==> src/hdl/nrf_config.svh <==
// timing and sizing constants for the nRF24L01 transmit controller, included by RTL and testbench
`ifndef NRF_CONFIG_SVH
`define NRF_CONFIG_SVH

//////////////////////////////////////////////////
// spi timing
//////////////////////////////////////////////////

`define NRF_SCK_HALF 4      // clk cycles per sck half period
`define NRF_CSN_GAP 6       // csn high time between frames, in clk cycles

//////////////////////////////////////////////////
// radio delays, scaled down for simulation
//////////////////////////////////////////////////

`define NRF_PWR_ON_WAIT 200 // reset release to ce high (12 ms on the board)
`define NRF_TX_SETTLE 100   // payload frame to status read

//////////////////////////////////////////////////
// sizing
//////////////////////////////////////////////////

`define NRF_FIFO_DEPTH 4    // spi items in flight between sequencer and master
`define NRF_ADDR_BYTES 5    // tx address length, matches SETUP_AW = 3

`endif

==> src/hdl/nrf_link_pkg.sv <==
// item format passed from the command sequencer through the FIFO to the SPI master
`default_nettype none

package nrf_link_pkg;

  // one spi byte plus framing control, 10 bits
  typedef struct packed {
    logic [7:0] data;    // shifted out msb first
    logic       last;    // csn rises after this byte
    logic       capture; // miso byte of this slot goes to status
  } spi_item_t;

endpackage

`default_nettype wire

==> src/hdl/nrf_reg_pkg.sv <==
// nRF24L01 command codes, register map and the fixed transmitter setup values
`default_nettype none

package nrf_reg_pkg;

  //////////////////////////////////////////////////
  // spi commands
  //////////////////////////////////////////////////
  localparam logic [7:0] cmd_r_register   = 8'h00; // 000a_aaaa, address in low bits
  localparam logic [7:0] cmd_w_register   = 8'h20; // 001a_aaaa
  localparam logic [7:0] cmd_w_tx_payload = 8'hA0; // payload bytes follow
  localparam logic [7:0] cmd_flush_tx     = 8'hE1; // single byte frame
  localparam logic [7:0] cmd_nop          = 8'hFF; // clocks out status

  //////////////////////////////////////////////////
  // register addresses
  //////////////////////////////////////////////////
  localparam logic [7:0] reg_config     = 8'h00;
  localparam logic [7:0] reg_en_aa      = 8'h01;
  localparam logic [7:0] reg_en_rxaddr  = 8'h02;
  localparam logic [7:0] reg_setup_aw   = 8'h03;
  localparam logic [7:0] reg_setup_retr = 8'h04;
  localparam logic [7:0] reg_rf_ch      = 8'h05;
  localparam logic [7:0] reg_rf_setup   = 8'h06;
  localparam logic [7:0] reg_status     = 8'h07;
  localparam logic [7:0] reg_tx_addr    = 8'h10;
  localparam logic [7:0] reg_rx_pw_p0   = 8'h11;

  //////////////////////////////////////////////////
  // setup values
  //////////////////////////////////////////////////
  localparam logic [7:0] cfg_config       = 8'h1E; // 2 byte crc, pwr_up, ptx
  localparam logic [7:0] cfg_en_aa        = 8'h00; // auto ack off
  localparam logic [7:0] cfg_en_rxaddr    = 8'h01; // pipe 0 only
  localparam logic [7:0] cfg_setup_aw     = 8'h03; // 5 byte address
  localparam logic [7:0] cfg_rf_ch        = 8'h01; // 2.401 GHz
  localparam logic [7:0] cfg_rf_setup     = 8'h07; // 1 Mbps, 0 dBm
  localparam logic [7:0] cfg_setup_retr   = 8'h00; // no retransmit
  localparam logic [7:0] cfg_rx_pw_p0     = 8'h01; // 1 byte payload
  localparam logic [7:0] cfg_status_clear = 8'h70; // write 1 to clear irq flags
  localparam logic [7:0] cfg_tx_addr_byte = 8'hED; // every address byte

endpackage

`default_nettype wire

==> src/hdl/nrf_spi_master.sv <==
// SPI mode 0 master: one byte per item, csn framing with gap, miso capture into status
`default_nettype none
`include "nrf_config.svh"

module nrf_spi_master (
  input  wire logic                    clk,
  input  wire logic                    reset,
  input  wire nrf_link_pkg::spi_item_t item,
  input  wire logic                    item_valid,
  output logic                         item_ready,
  output logic                         spi_sck,
  output logic                         spi_csn,
  output logic                         spi_mosi,
  input  wire logic                    spi_miso,
  output logic [7:0]                   status,
  output logic                         status_valid
);

  typedef enum logic [1:0] {m_idle, m_low, m_high, m_gap} master_state_t;

  localparam int cnt_max = (`NRF_SCK_HALF > `NRF_CSN_GAP) ? `NRF_SCK_HALF : `NRF_CSN_GAP;
  localparam int cnt_w = $clog2(cnt_max + 1);

  master_state_t    state;
  logic [cnt_w-1:0] cnt;      // half period and gap timer
  logic [2:0]       bit_cnt;  // bits done in this byte
  logic [7:0]       tx_sr;    // remaining mosi bits
  logic [7:0]       rx_sr;    // miso collected msb first
  logic             last_q;
  logic             capture_q;

  assign item_ready = (state == m_idle); // one byte at a time

  //////////////////////////////////////////////////
  // bit engine
  //////////////////////////////////////////////////
  always_ff @(posedge clk or posedge reset) begin
    if (reset) begin
      state <= m_idle;
      cnt <= '0;
      bit_cnt <= '0;
      spi_sck <= 1'b0;
      spi_csn <= 1'b1;
      spi_mosi <= 1'b0;
      status_valid <= 1'b0;
    end else begin
      status_valid <= 1'b0;
      case (state)
        m_idle: begin
          if (item_valid) begin
            spi_csn <= 1'b0;         // opens frame, no-op inside one
            spi_mosi <= item.data[7];
            cnt <= '0;
            bit_cnt <= '0;
            state <= m_low;
          end
        end
        m_low: begin
          if (cnt == cnt_w'(`NRF_SCK_HALF - 1)) begin
            cnt <= '0;
            spi_sck <= 1'b1;         // slave and master both sample here
            state <= m_high;
          end else begin
            cnt <= cnt + 1'b1;
          end
        end
        m_high: begin
          if (cnt == cnt_w'(`NRF_SCK_HALF - 1)) begin
            cnt <= '0;
            spi_sck <= 1'b0;
            if (bit_cnt != 3'd7) begin
              spi_mosi <= tx_sr[7];  // next bit set up on falling sck
              bit_cnt <= bit_cnt + 1'b1;
              state <= m_low;
            end else begin
              status_valid <= capture_q;
              if (last_q) begin
                spi_csn <= 1'b1;
                state <= m_gap;
              end else begin
                state <= m_idle;     // csn held low for next byte
              end
            end
          end else begin
            cnt <= cnt + 1'b1;
          end
        end
        default: begin // inter-frame gap
          if (cnt == cnt_w'(`NRF_CSN_GAP - 1)) begin
            cnt <= '0;
            state <= m_idle;
          end else begin
            cnt <= cnt + 1'b1;
          end
        end
      endcase
    end
  end

  //////////////////////////////////////////////////
  // data path
  //////////////////////////////////////////////////
  always_ff @(posedge clk) begin
    if (state == m_idle && item_valid) begin
      tx_sr <= {item.data[6:0], 1'b0};
      last_q <= item.last;
      capture_q <= item.capture;
    end
    if (state == m_low && cnt == cnt_w'(`NRF_SCK_HALF - 1)) begin
      rx_sr <= {rx_sr[6:0], spi_miso};
    end
    if (state == m_high && cnt == cnt_w'(`NRF_SCK_HALF - 1)) begin
      if (bit_cnt != 3'd7) tx_sr <= {tx_sr[6:0], 1'b0};
      else if (capture_q) status <= rx_sr; // full byte already shifted in
    end
  end

endmodule

`default_nettype wire

==> src/hdl/nrf_tx_sequencer.sv <==
// producer FSM: power-on wait, register setup frames, then one transmit pass per host byte
`default_nettype none
`include "nrf_config.svh"

module nrf_tx_sequencer (
  input  wire logic                     clk,
  input  wire logic                     reset,
  input  wire logic [7:0]               payload,
  input  wire logic                     payload_valid,
  output logic                          payload_ready,
  output nrf_link_pkg::spi_item_t       item,
  output logic                          item_valid,
  input  wire logic                     item_ready,
  output logic                          spi_ce
);

  typedef enum logic [3:0] {
    st_pwr, st_cfg, st_addr, st_idle, st_flush, st_clear, st_load, st_settle, st_read
  } seq_state_t;

  localparam int wait_max = (`NRF_PWR_ON_WAIT > `NRF_TX_SETTLE) ?
                            `NRF_PWR_ON_WAIT : `NRF_TX_SETTLE;
  localparam int wait_w = $clog2(wait_max + 1);
  localparam int idx_w = $clog2(`NRF_ADDR_BYTES + 1);

  seq_state_t        state;
  logic [wait_w-1:0] wait_cnt;   // power-on and settle delay
  logic [2:0]        cfg_idx;    // setup table row
  logic [idx_w-1:0]  byte_idx;   // byte within current frame
  logic [7:0]        payload_q;  // byte of the running pass
  logic [15:0]       cfg_entry;  // {address, value}

  // setup table in write order
  function automatic logic [15:0] cfg_table(input logic [2:0] idx);
    case (idx)
      3'd0: cfg_table = {nrf_reg_pkg::reg_config, nrf_reg_pkg::cfg_config};
      3'd1: cfg_table = {nrf_reg_pkg::reg_en_aa, nrf_reg_pkg::cfg_en_aa};
      3'd2: cfg_table = {nrf_reg_pkg::reg_en_rxaddr, nrf_reg_pkg::cfg_en_rxaddr};
      3'd3: cfg_table = {nrf_reg_pkg::reg_setup_aw, nrf_reg_pkg::cfg_setup_aw};
      3'd4: cfg_table = {nrf_reg_pkg::reg_rf_ch, nrf_reg_pkg::cfg_rf_ch};
      3'd5: cfg_table = {nrf_reg_pkg::reg_rf_setup, nrf_reg_pkg::cfg_rf_setup};
      3'd6: cfg_table = {nrf_reg_pkg::reg_setup_retr, nrf_reg_pkg::cfg_setup_retr};
      default: cfg_table = {nrf_reg_pkg::reg_rx_pw_p0, nrf_reg_pkg::cfg_rx_pw_p0};
    endcase
  endfunction

  assign cfg_entry = cfg_table(cfg_idx);
  assign payload_ready = (state == st_idle); // host waits while a pass runs
  assign item_valid = (state inside {st_cfg, st_addr, st_flush, st_clear, st_load, st_read});

  //////////////////////////////////////////////////
  // frame contents
  //////////////////////////////////////////////////
  always_comb begin
    item = '0;
    case (state)
      st_cfg: begin
        item.data = (byte_idx == '0) ? (nrf_reg_pkg::cmd_w_register | cfg_entry[15:8])
                                     : cfg_entry[7:0];
        item.last = (byte_idx != '0);
      end
      st_addr: begin // command then address bytes
        item.data = (byte_idx == '0) ?
                    (nrf_reg_pkg::cmd_w_register | nrf_reg_pkg::reg_tx_addr) :
                    nrf_reg_pkg::cfg_tx_addr_byte;
        item.last = (byte_idx == idx_w'(`NRF_ADDR_BYTES));
      end
      st_flush: begin
        item.data = nrf_reg_pkg::cmd_flush_tx;
        item.last = 1'b1;
      end
      st_clear: begin // drop tx_ds, max_rt, rx_dr
        item.data = (byte_idx == '0) ? (nrf_reg_pkg::cmd_w_register | nrf_reg_pkg::reg_status)
                                     : nrf_reg_pkg::cfg_status_clear;
        item.last = (byte_idx != '0);
      end
      st_load: begin
        item.data = (byte_idx == '0) ? nrf_reg_pkg::cmd_w_tx_payload : payload_q;
        item.last = (byte_idx != '0);
      end
      st_read: begin // status comes back during the nop
        item.data = (byte_idx == '0) ? (nrf_reg_pkg::cmd_r_register | nrf_reg_pkg::reg_status)
                                     : nrf_reg_pkg::cmd_nop;
        item.last = (byte_idx != '0);
        item.capture = (byte_idx != '0);
      end
      default: ;
    endcase
  end

  //////////////////////////////////////////////////
  // phase control
  //////////////////////////////////////////////////
  always_ff @(posedge clk or posedge reset) begin
    if (reset) begin
      state <= st_pwr;
      wait_cnt <= '0;
      cfg_idx <= '0;
      byte_idx <= '0;
      spi_ce <= 1'b0;
    end else begin
      case (state)
        st_pwr: begin
          if (wait_cnt == wait_w'(`NRF_PWR_ON_WAIT - 1)) begin
            wait_cnt <= '0;
            spi_ce <= 1'b1; // stays high, tx fires whenever fifo has data
            state <= st_cfg;
          end else begin
            wait_cnt <= wait_cnt + 1'b1;
          end
        end
        st_idle: if (payload_valid) state <= st_flush;
        st_settle: begin
          if (wait_cnt == wait_w'(`NRF_TX_SETTLE - 1)) begin
            wait_cnt <= '0;
            state <= st_read;
          end else begin
            wait_cnt <= wait_cnt + 1'b1;
          end
        end
        default: begin
          if (item_valid && item_ready) begin
            if (item.last) begin
              byte_idx <= '0;
              case (state)
                st_cfg: begin
                  cfg_idx <= cfg_idx + 1'b1;
                  if (cfg_idx == 3'd7) state <= st_addr;
                end
                st_flush: state <= st_clear;
                st_clear: state <= st_load;
                st_load: state <= st_settle;
                default: state <= st_idle; // address frame or status read done
              endcase
            end else begin
              byte_idx <= byte_idx + 1'b1;
            end
          end
        end
      endcase
    end
  end

  always_ff @(posedge clk) begin
    if (payload_valid && payload_ready) payload_q <= payload;
  end

endmodule

`default_nettype wire

==> src/hdl/nrf_tx_top.sv <==
// top level of the nRF24L01 transmit controller: sequencer, item FIFO and SPI master
`default_nettype none
`include "nrf_config.svh"

module nrf_tx_top (
  input  wire logic       clk,
  input  wire logic       reset,
  input  wire logic [7:0] payload,
  input  wire logic       payload_valid,
  output logic            payload_ready,
  output logic [7:0]      status,
  output logic            status_valid,
  output logic            spi_sck,
  output logic            spi_csn,
  output logic            spi_mosi,
  output logic            spi_ce,
  input  wire logic       spi_miso
);

  nrf_link_pkg::spi_item_t seq_item;   // sequencer to fifo
  logic                    seq_valid;
  logic                    seq_ready;
  nrf_link_pkg::spi_item_t spi_item;   // fifo to master
  logic                    spi_valid;
  logic                    spi_ready;

  nrf_tx_sequencer i_nrf_tx_sequencer (
    .clk           (clk),
    .reset         (reset),
    .payload       (payload),
    .payload_valid (payload_valid),
    .payload_ready (payload_ready),
    .item          (seq_item),
    .item_valid    (seq_valid),
    .item_ready    (seq_ready),
    .spi_ce        (spi_ce)
  );

  spi_item_fifo #(
    .item_t (nrf_link_pkg::spi_item_t),
    .depth  (`NRF_FIFO_DEPTH)
  ) i_spi_item_fifo (
    .clk       (clk),
    .reset     (reset),
    .in_item   (seq_item),
    .in_valid  (seq_valid),
    .in_ready  (seq_ready),
    .out_item  (spi_item),
    .out_valid (spi_valid),
    .out_ready (spi_ready)
  );

  nrf_spi_master i_nrf_spi_master (
    .clk          (clk),
    .reset        (reset),
    .item         (spi_item),
    .item_valid   (spi_valid),
    .item_ready   (spi_ready),
    .spi_sck      (spi_sck),
    .spi_csn      (spi_csn),
    .spi_mosi     (spi_mosi),
    .spi_miso     (spi_miso),
    .status       (status),
    .status_valid (status_valid)
  );

endmodule

`default_nettype wire

==> src/hdl/spi_item_fifo.sv <==
// circular valid/ready FIFO with a type parameter for the stored item
`default_nettype none

module spi_item_fifo #(
  parameter type item_t = logic [7:0],
  parameter int  depth  = 4
) (
  input  wire logic  clk,
  input  wire logic  reset,
  input  wire item_t in_item,
  input  wire logic  in_valid,
  output logic       in_ready,
  output item_t      out_item,
  output logic       out_valid,
  input  wire logic  out_ready
);

  localparam int ptr_w = (depth > 1) ? $clog2(depth) : 1;
  localparam int cnt_w = $clog2(depth + 1);

  item_t            mem [depth];
  logic [ptr_w-1:0] wr_ptr;
  logic [ptr_w-1:0] rd_ptr;
  logic [cnt_w-1:0] count;  // occupancy
  logic             push;
  logic             pop;

  // wrap for any depth, not only powers of two
  function automatic logic [ptr_w-1:0] next_ptr(input logic [ptr_w-1:0] ptr);
    next_ptr = (ptr == ptr_w'(depth - 1)) ? '0 : ptr + 1'b1;
  endfunction

  assign in_ready = (count != cnt_w'(depth)); // full stalls the producer
  assign out_valid = (count != '0);
  assign out_item = mem[rd_ptr];
  assign push = in_valid && in_ready;
  assign pop = out_valid && out_ready;

  always_ff @(posedge clk) begin
    if (push) mem[wr_ptr] <= in_item;
  end

  always_ff @(posedge clk or posedge reset) begin
    if (reset) begin
      wr_ptr <= '0;
      rd_ptr <= '0;
      count <= '0;
    end else begin
      if (push) wr_ptr <= next_ptr(wr_ptr);
      if (pop) rd_ptr <= next_ptr(rd_ptr);
      if (push && !pop) count <= count + 1'b1;
      else if (pop && !push) count <= count - 1'b1;
    end
  end

endmodule

`default_nettype wire

==> config.mk <==
export PLATFORM = sky130hd
export DESIGN_NAME = nrf_tx_top
export DESIGN_NICKNAME = d
export VERILOG_FILES = /design/src/hdl/nrf_link_pkg.sv /design/src/hdl/nrf_reg_pkg.sv /design/src/hdl/nrf_spi_master.sv /design/src/hdl/nrf_tx_sequencer.sv /design/src/hdl/nrf_tx_top.sv /design/src/hdl/spi_item_fifo.sv
export VERILOG_INCLUDE_DIRS = /design/src /design/src/hdl
export SDC_FILE = /design/constraint.sdc
export NUM_CORES = 1
export LEC_CHECK = 0
export ABC_AREA = 1
export BUFFER_PORTS_ARGS = -buffer_cell sky130_fd_sc_hd__buf_2
export CORE_AREA = 2 2 105 107
export CTS_BUF_LIST = sky130_fd_sc_hd__clkbuf_4
export DETAILED_ROUTE_END_ITERATION = 8
export DIE_AREA = 0 0 107 109
export PLACE_DENSITY = 0.67
export REMOVE_ABC_BUFFERS = 1
export SYNTH_ARGS = -nofsm -noshare
export SYNTH_HDL_FRONTEND = slang
export SYNTH_SLANG_ARGS = --single-unit
export TNS_END_PERCENT = 100
==> constraint.sdc <==
create_clock -name clk -period 3.1 [get_ports clk]
set_clock_uncertainty 0.1 [all_clocks]
set_input_delay 0 -clock clk [delete_from_list [all_inputs] [get_ports clk]]
set_output_delay 0 -clock clk [all_outputs]
set_load 0.005 [all_outputs]
Word level (Yosys, flattened, before mapping)
Memory sizes are Yosys's and may differ from the RTL's.
Index checks and enable logic that the tools add are counted.
{ "totals": {"regBits": 72, "ram_bits": 40, "input_bits": 12, "out_inout_bits": 14, "wordCells": 161, "n_memories": 1} }
{ "classes": {"n_addsub": 9, "eq_ne": 36, "mux": 58, "n_bitwise": 2, "reduce_logical": 34} }
{ "mem_list": {"columns": ["name", "words", "width", "read_ports", "rd_clocked_by_memory_dff", "write_ports", "line_no", "text"], "rows": [
  ["i_spi_item_fifo.mem", 4, 10, 1, 0, 1, "spi_item_fifo.sv:21", "item_t mem [depth];"]
]} }
{ "ops": {"columns": ["operator", "n"], "rows": [
  ["one-hot mux 13 bit (7 select lines)", 1],
  ["2-to-1 mux 8 bit", 9],
  ["one-hot mux 9 bit (6 select lines)", 1],
  ["2-to-1 mux 3 bit", 8],
  ["2-to-1 mux 4 bit", 6],
  ["== test 3 bit (second input constant)", 6],
  ["== test 4 x 3 -> 1 bit (second input constant)", 4],
  ["2-to-1 mux 2 bit", 8],
  ["one-hot mux 4 bit (4 select lines)", 1],
  ["one-hot mux 8 bit (2 select lines)", 1],
  ["adder 3 x 1 -> 3 bit (second input constant)", 5],
  ["2-to-1 mux 1 bit", 15],
  ["inequality test 2 x 1 -> 1 bit (second input constant)", 7],
  ["one-hot mux 3 bit (2 select lines)", 2],
  ["one-hot mux 4 bit (3 select lines)", 1],
  ["AND reduction 4 bit", 3],
  ["nonzero test 4 bit", 3],
  ["== test 3 x 2 -> 1 bit (second input constant)", 3],
  ["adder 8 x 1 -> 8 bit (second input constant)", 1],
  ["== test 4 x 2 -> 1 bit (second input constant)", 2],
  ["== test 8 x 7 -> 1 bit (second input constant)", 1],
  ["== test 8 bit (second input constant)", 1],
  ["nonzero test 2 bit", 4],
  ["logical AND 1 bit", 7],
  ["26 further kinds", 39]
]} }

Logic depth before layout (Yosys ltp)
{ "logic_depth": {"depth_word": 7, "ltp_mapped": 13, "mapped_depth_nobuf": 13} }

Modules after synthesis
From an unflattened synthesis, not the netlist that was laid out.
{ "unflattened": {"cells_unflattened": 587, "hier_area_um2": 5599.1} }
{ "modules_own_cells": {"columns": ["mod", "n_inst", "cells_each", "area_each_um2", "seq_area_each_um2"], "rows": [
  ["spi_item_fifo", 1, 176, 2080.7, 1376.3],
  ["nrf_tx_sequencer", 1, 235, 1798.0, 715.7],
  ["nrf_spi_master", 1, 176, 1720.4, 1002.2]
]} }

Worst setup path after synthesis
Ideal clock, no wire load.
{ "synth_timing": {"path_kind": "register -> register", "from": "register i_nrf_tx_sequencer.state[0]", "to": "register i_spi_item_fifo.count[2]", "setup_ps": 131, "arrival_time_ps": 2086, "slack_ps": 783, "path_stages_with_launch": 13, "path_buffers": 1, "cell_sequence": "dfrtp_1 nor2_2 nand3_1 nand2_2 nor2_2 nor2_4 buf_6 ha_1 inv_1 fa_1 a21oi_1 o21ai_0 xor2_1"} }
{ "synth_via": {"elab_chain_len": 6, "word_cells_on_any_way": 13} }
{ "synth_lines": {"columns": ["element", "line_no", "text"], "rows": [
  ["from (decl)", "nrf_tx_sequencer.sv:26", "seq_state_t state;"],
  ["from (signal assigned)", "nrf_tx_sequencer.sv:96", "state <= st_pwr;"],
  ["from (signal assigned)", "nrf_tx_sequencer.sv:107", "state <= st_cfg;"],
  ["from (signal assigned)", "nrf_tx_sequencer.sv:112", "st_idle: if (payload_valid) state <= st_flush;"],
  ["== test 4 x 1 -> 1 bit, or another cell as far along", "nrf_tx_sequencer.sv:49", "assign item_valid = (state inside {st_cfg, st_addr, st_flush, st_clear, st_load, st_read});"],
  ["nonzero test 6 bit *", "nrf_tx_sequencer.sv:49", null],
  ["logical AND 1 bit *", "spi_item_fifo.sv:36", "assign push = in_valid && in_ready;"],
  ["named net i_spi_item_fifo.push", "spi_item_fifo.sv:25", "logic push;"],
  ["logical NOT 1 bit", "spi_item_fifo.sv:52", "else if (pop && !push) count <= count - 1'b1;"],
  ["logical AND 1 bit", "spi_item_fifo.sv:52", null],
  ["nonzero test 2 bit (no source line)", null, null],
  ["to (signal assigned)", "spi_item_fifo.sv:51", "if (push && !pop) count <= count + 1'b1;"],
  ["to (signal assigned)", "spi_item_fifo.sv:52", null],
  ["to (decl)", "spi_item_fifo.sv:24", "logic [cnt_w-1:0] count;"]
]} }
Mark *: on every way through the listed nets, which the timed path passes. The rest lies on a longest branch.
A chain may end at the register's enable or synchronous reset.

Worst setup path after layout
{ "layout_timing": {"from": "register i_nrf_tx_sequencer.state[0]", "to": "register i_spi_item_fifo.count[2]"} }
{ "layout_via": {"elab_chain_len": 6, "word_cells_on_any_way": 13} }
{ "layout_lines": {"columns": ["element", "line_no"], "rows": [
  ["== test 4 x 1 -> 1 bit, or another cell as far along", "nrf_tx_sequencer.sv:49"],
  ["nonzero test 6 bit *", "nrf_tx_sequencer.sv:49"],
  ["logical AND 1 bit *", "spi_item_fifo.sv:36"],
  ["logical NOT 1 bit", "spi_item_fifo.sv:52"],
  ["logical AND 1 bit", "spi_item_fifo.sv:52"],
  ["nonzero test 2 bit (no source line)", null]
]} }
Mark *: on every way between the ends. The rest lies on a longest branch, timed or not.

==> flow_metrics.py <==
metrics = {
    "hold_path": {
        "worstHoldStart": "payload[2]",
        "hold_class": "primary input to register",
    },
    "cells_and_area": {
        "drive_gt1_frac": 0.133,
        "synthToLayoutAreaGrowth_pct": 9.89,
        "fillers": 923,
        "fin_area_um2": 5740,
        "postLayoutCoreUtil": 0.541,
        "nets": 589,
    },
    "critical_path": {
        "path_max_fanout": 11,
        "worst_path_max_delay_cell": "dfrtp_1",
        "arrival_ns": 2.84,
        "r2r_end": "i_spi_item_fifo.count[2]",
        "end_kind": "register",
        "crit_start": "i_nrf_tx_sequencer.state[0]",
        "start_kind": "register",
        "worstPathCellList": "nor2_2 > nand3_1 > nand2_2 > nor2_2 > nor2_4 > ha_1 > inv_1 > fa_1 > a21oi_1 > o21ai_0 > xor2_1",
        "required_ns": 3.36,
        "cp-endpoint": "i_spi_item_fifo.count[2]",
        "rr_worst_depth": 11,
        "worstSetupPathType": "register to register",
        "cpMostUsedCell": "nor2_2",
        "r2r-start": "i_nrf_tx_sequencer.state[0]",
        "max_stage_delay_ns": 0.50,
        "regToRegSetupSlack_ns": 0.51,
    },
    "routing": {
        "totalWireLength_um": 9330,
        "drtIter0Drc": 122,
        "dr.pass1.iters": 5,
        "drc": 0,
        "wl_per_cell_um": 13.4,
        "vias": 3572,
        "vias_per_cell": 5.12,
        "drt.antenna.violating_nets": 0,
    },
    "global_route": {
        "track_usage": 0.174,
        "grt_pass1_wl_um": 15800,
        "antenna_found_initial": 1,
        "grt_pass1_vias": 3422,
        "grt_max_degree": 26,
        "gr-total-overflow": 0,
    },
    "synthesis": {
        "syn_area_um2": 5220,
        "synth_ff_type": "edfxtp_1",
        "synth_area_leaders": "edfxtp_1 (38%), dfrtp_1 (18%), ha_1 (6.0%)",
        "ys_seq_elements": 112,
        "synth_warnings": 0,
        "yosysTopAreaCell": "edfxtp_1",
        "synthTopCellsByCount": "nand2_1 (82), edfxtp_1 (66), nor2_1 (58)",
        "synthArstFlopShare": 0.339,
        "yosysSeqAreaShare": 0.592,
        "synth_enable_flop_cells": 66,
        "synth_cell_type_count": 41,
        "yosysMostFrequentCell": "nand2_1",
        "syn_avg_cell_area_um2": 10.3,
        "synth_top_area_share": 0.379,
        "netlist_instances": 509,
    },
    "sta": {
        "setup_violations": 0,
        "hold_viol_final": 0,
        "slew_violations": 0,
        "worst_pin_slew_ns": 1.01,
        "setup_tns_ns": 0,
        "rsz0062_at_grt": "no",
        "slew_headroom": 0.325,
        "min_period_ns": 2.59,
        "fin_crit_sh": 0.834,
        "fmax_ghz": 0.387,
    },
    "floorplan": {
        "core_um2": 10600,
        "start_util": 0.493,
        "die-area_um2": 11700,
        "fp.dieH_um": 109,
        "ios": 26,
        "rows": 38,
        "die_w_um": 107,
    },
    "clock_tree": {
        "clock-sinks": 112,
        "cts_root_buf": "clkbuf_4",
        "clk_pin_slew_ns": 0.17,
        "cts_max_level": 3,
        "cts_made_buffers": 9,
        "cts_tree": "yes",
        "max-clock-path-buffers": 2,
        "insertion_delay_ns": 0.46,
    },
    "place": {
        "hpwl_um": 6700,
        "gp_congestion": 0.876,
        "io_buffers": 25,
        "dpl_cell_area_um2": 5510,
    },
    "pwr": {
        "peakVddDrop_v": 0.000174,
        "leakage_uw": 0.00236,
        "p_per_area_nw_per_um2": 394,
    },
    "status": {
        "status": "finished clean",
    },
    "flow_run": {
        "maxCapViolations": 0,
    },
}
-- through the flow --
stage	cells	total power (uW)	hold slack, ns	setup slack [ns]
floorplan	499	1610	-0.00113	0.759
global placement	669	1620	0.0760	0.590
detailed placement	669	1620	0.0783	0.540
CTS	696	2290	0.0786	0.507
global route	697	2340	0.0835	0.322
finish	697	2260	0.129	0.513
-- layer usage --
metal	routed length, um	global-route usage	up-vias
met4	82	0.0705	0
met5	0	0	-
li1	-	-	1813
met1	4360	0.221	1692
met2	4620	0.288	61
met3	269	0.0424	6
-- flip-flops by register name, indices dropped and copies added, names as in the netlist, 2 cells and up --
signal / count
i_nrf_tx_sequencer.byte_idx: 3
i_nrf_tx_sequencer.payload_q: 8
i_nrf_spi_master.bit_cnt: 3
i_nrf_tx_sequencer.state: 4
i_nrf_spi_master.state: 2
i_spi_item_fifo.wr_ptr: 2
i_nrf_spi_master.tx_sr: 8
i_spi_item_fifo.count: 3
i_nrf_spi_master.cnt: 3
i_spi_item_fifo.mem: 40
i_nrf_tx_sequencer.cfg_idx: 3
i_spi_item_fifo.rd_ptr: 2
i_nrf_tx_sequencer.wait_cnt: 8
i_nrf_spi_master.rx_sr: 8
i_nrf_spi_master.status: 8
-- final cells by class --
class,instances,area (um2),share of cell area
Tap cell,140,175,0.0305
Clock inverter,7,53.8,0.00937
Multi-Input combinational cell,327,1850,0.322
Timing Repair Buffer,41,273,0.0475
Antenna cell,1,2.50,0.000436
Sequential cell,112,3090,0.539
Inverter,60,225,0.0392
Clock buffer,9,67.6,0.0118
-- critical path: cells and delay by family, from the launching register on --
kind            cells  cell delay [ns]
buf+inv             1             0.06
flops               1             0.50
compound gates      2             0.25
xor+xnor            1             0.15
simple gates        5             0.84
fa+ha+maj           2             0.57
-- report_power, final --
group          leakage [uW]  internal (uW)  switching (uW)
logic               0.00121           14.7            13.6
registers           0.00108           1570               0
clock network     0.0000663            175             490
total               0.00236           1760             504
-- what timing repair did --
action,CTS,global route
setup endpoints to repair,0,0
endpoints found under the hold margin,44,0
hold buffers,11,0
resized for setup,0,0
buffers inserted,0,0
-- worst min path at each step --
stage / slack [ns] / cells past startpoint / end
floorplan: -0.001 / 0 / i_nrf_spi_master.rx_sr[0]
CTS: 0.08 / 2 / i_nrf_tx_sequencer.payload_q[7]
global placement: 0.08 / 1 / i_nrf_tx_sequencer.payload_q[7]
detailed placement: 0.08 / 1 / i_nrf_tx_sequencer.payload_q[7]
finish: 0.13 / 2 / i_nrf_tx_sequencer.payload_q[2]
global route: 0.08 / 2 / i_nrf_tx_sequencer.payload_q[5]
-- cell usage in the layout (no fill, tap or decap), drive strengths merged, types with 3 or more instances in the layout --
master and count:
clkbuf 9, nand4 6, o21ai 42, edfxtp 66
buf 30, nand2 91, xor2 4, a21oi 26
o22ai 16, dfrtp 37, dfxtp 8, nor3b 3
inv 62, nor3 7, nor2 67, ha 25
nand3 25, dlygate4sd3 11, clkinv 4
-- cell families (layout without fill, tap and decap cells) --
family,after synthesis,count (layout),share of synthesized area
AO/OA/AOI/OAI,92,92,0.0975
AND/OR/NAND/NOR,201,201,0.179
multiplexers,2,2,0.00407
other,0,1,0
XOR/XNOR,6,6,0.0101
flip-flops,112,112,0.592
adder cells (fa/ha/maj),26,26,0.0637
buffers and inverters,70,117,0.0537
Note: power is estimated with default switching activity, not from simulation.
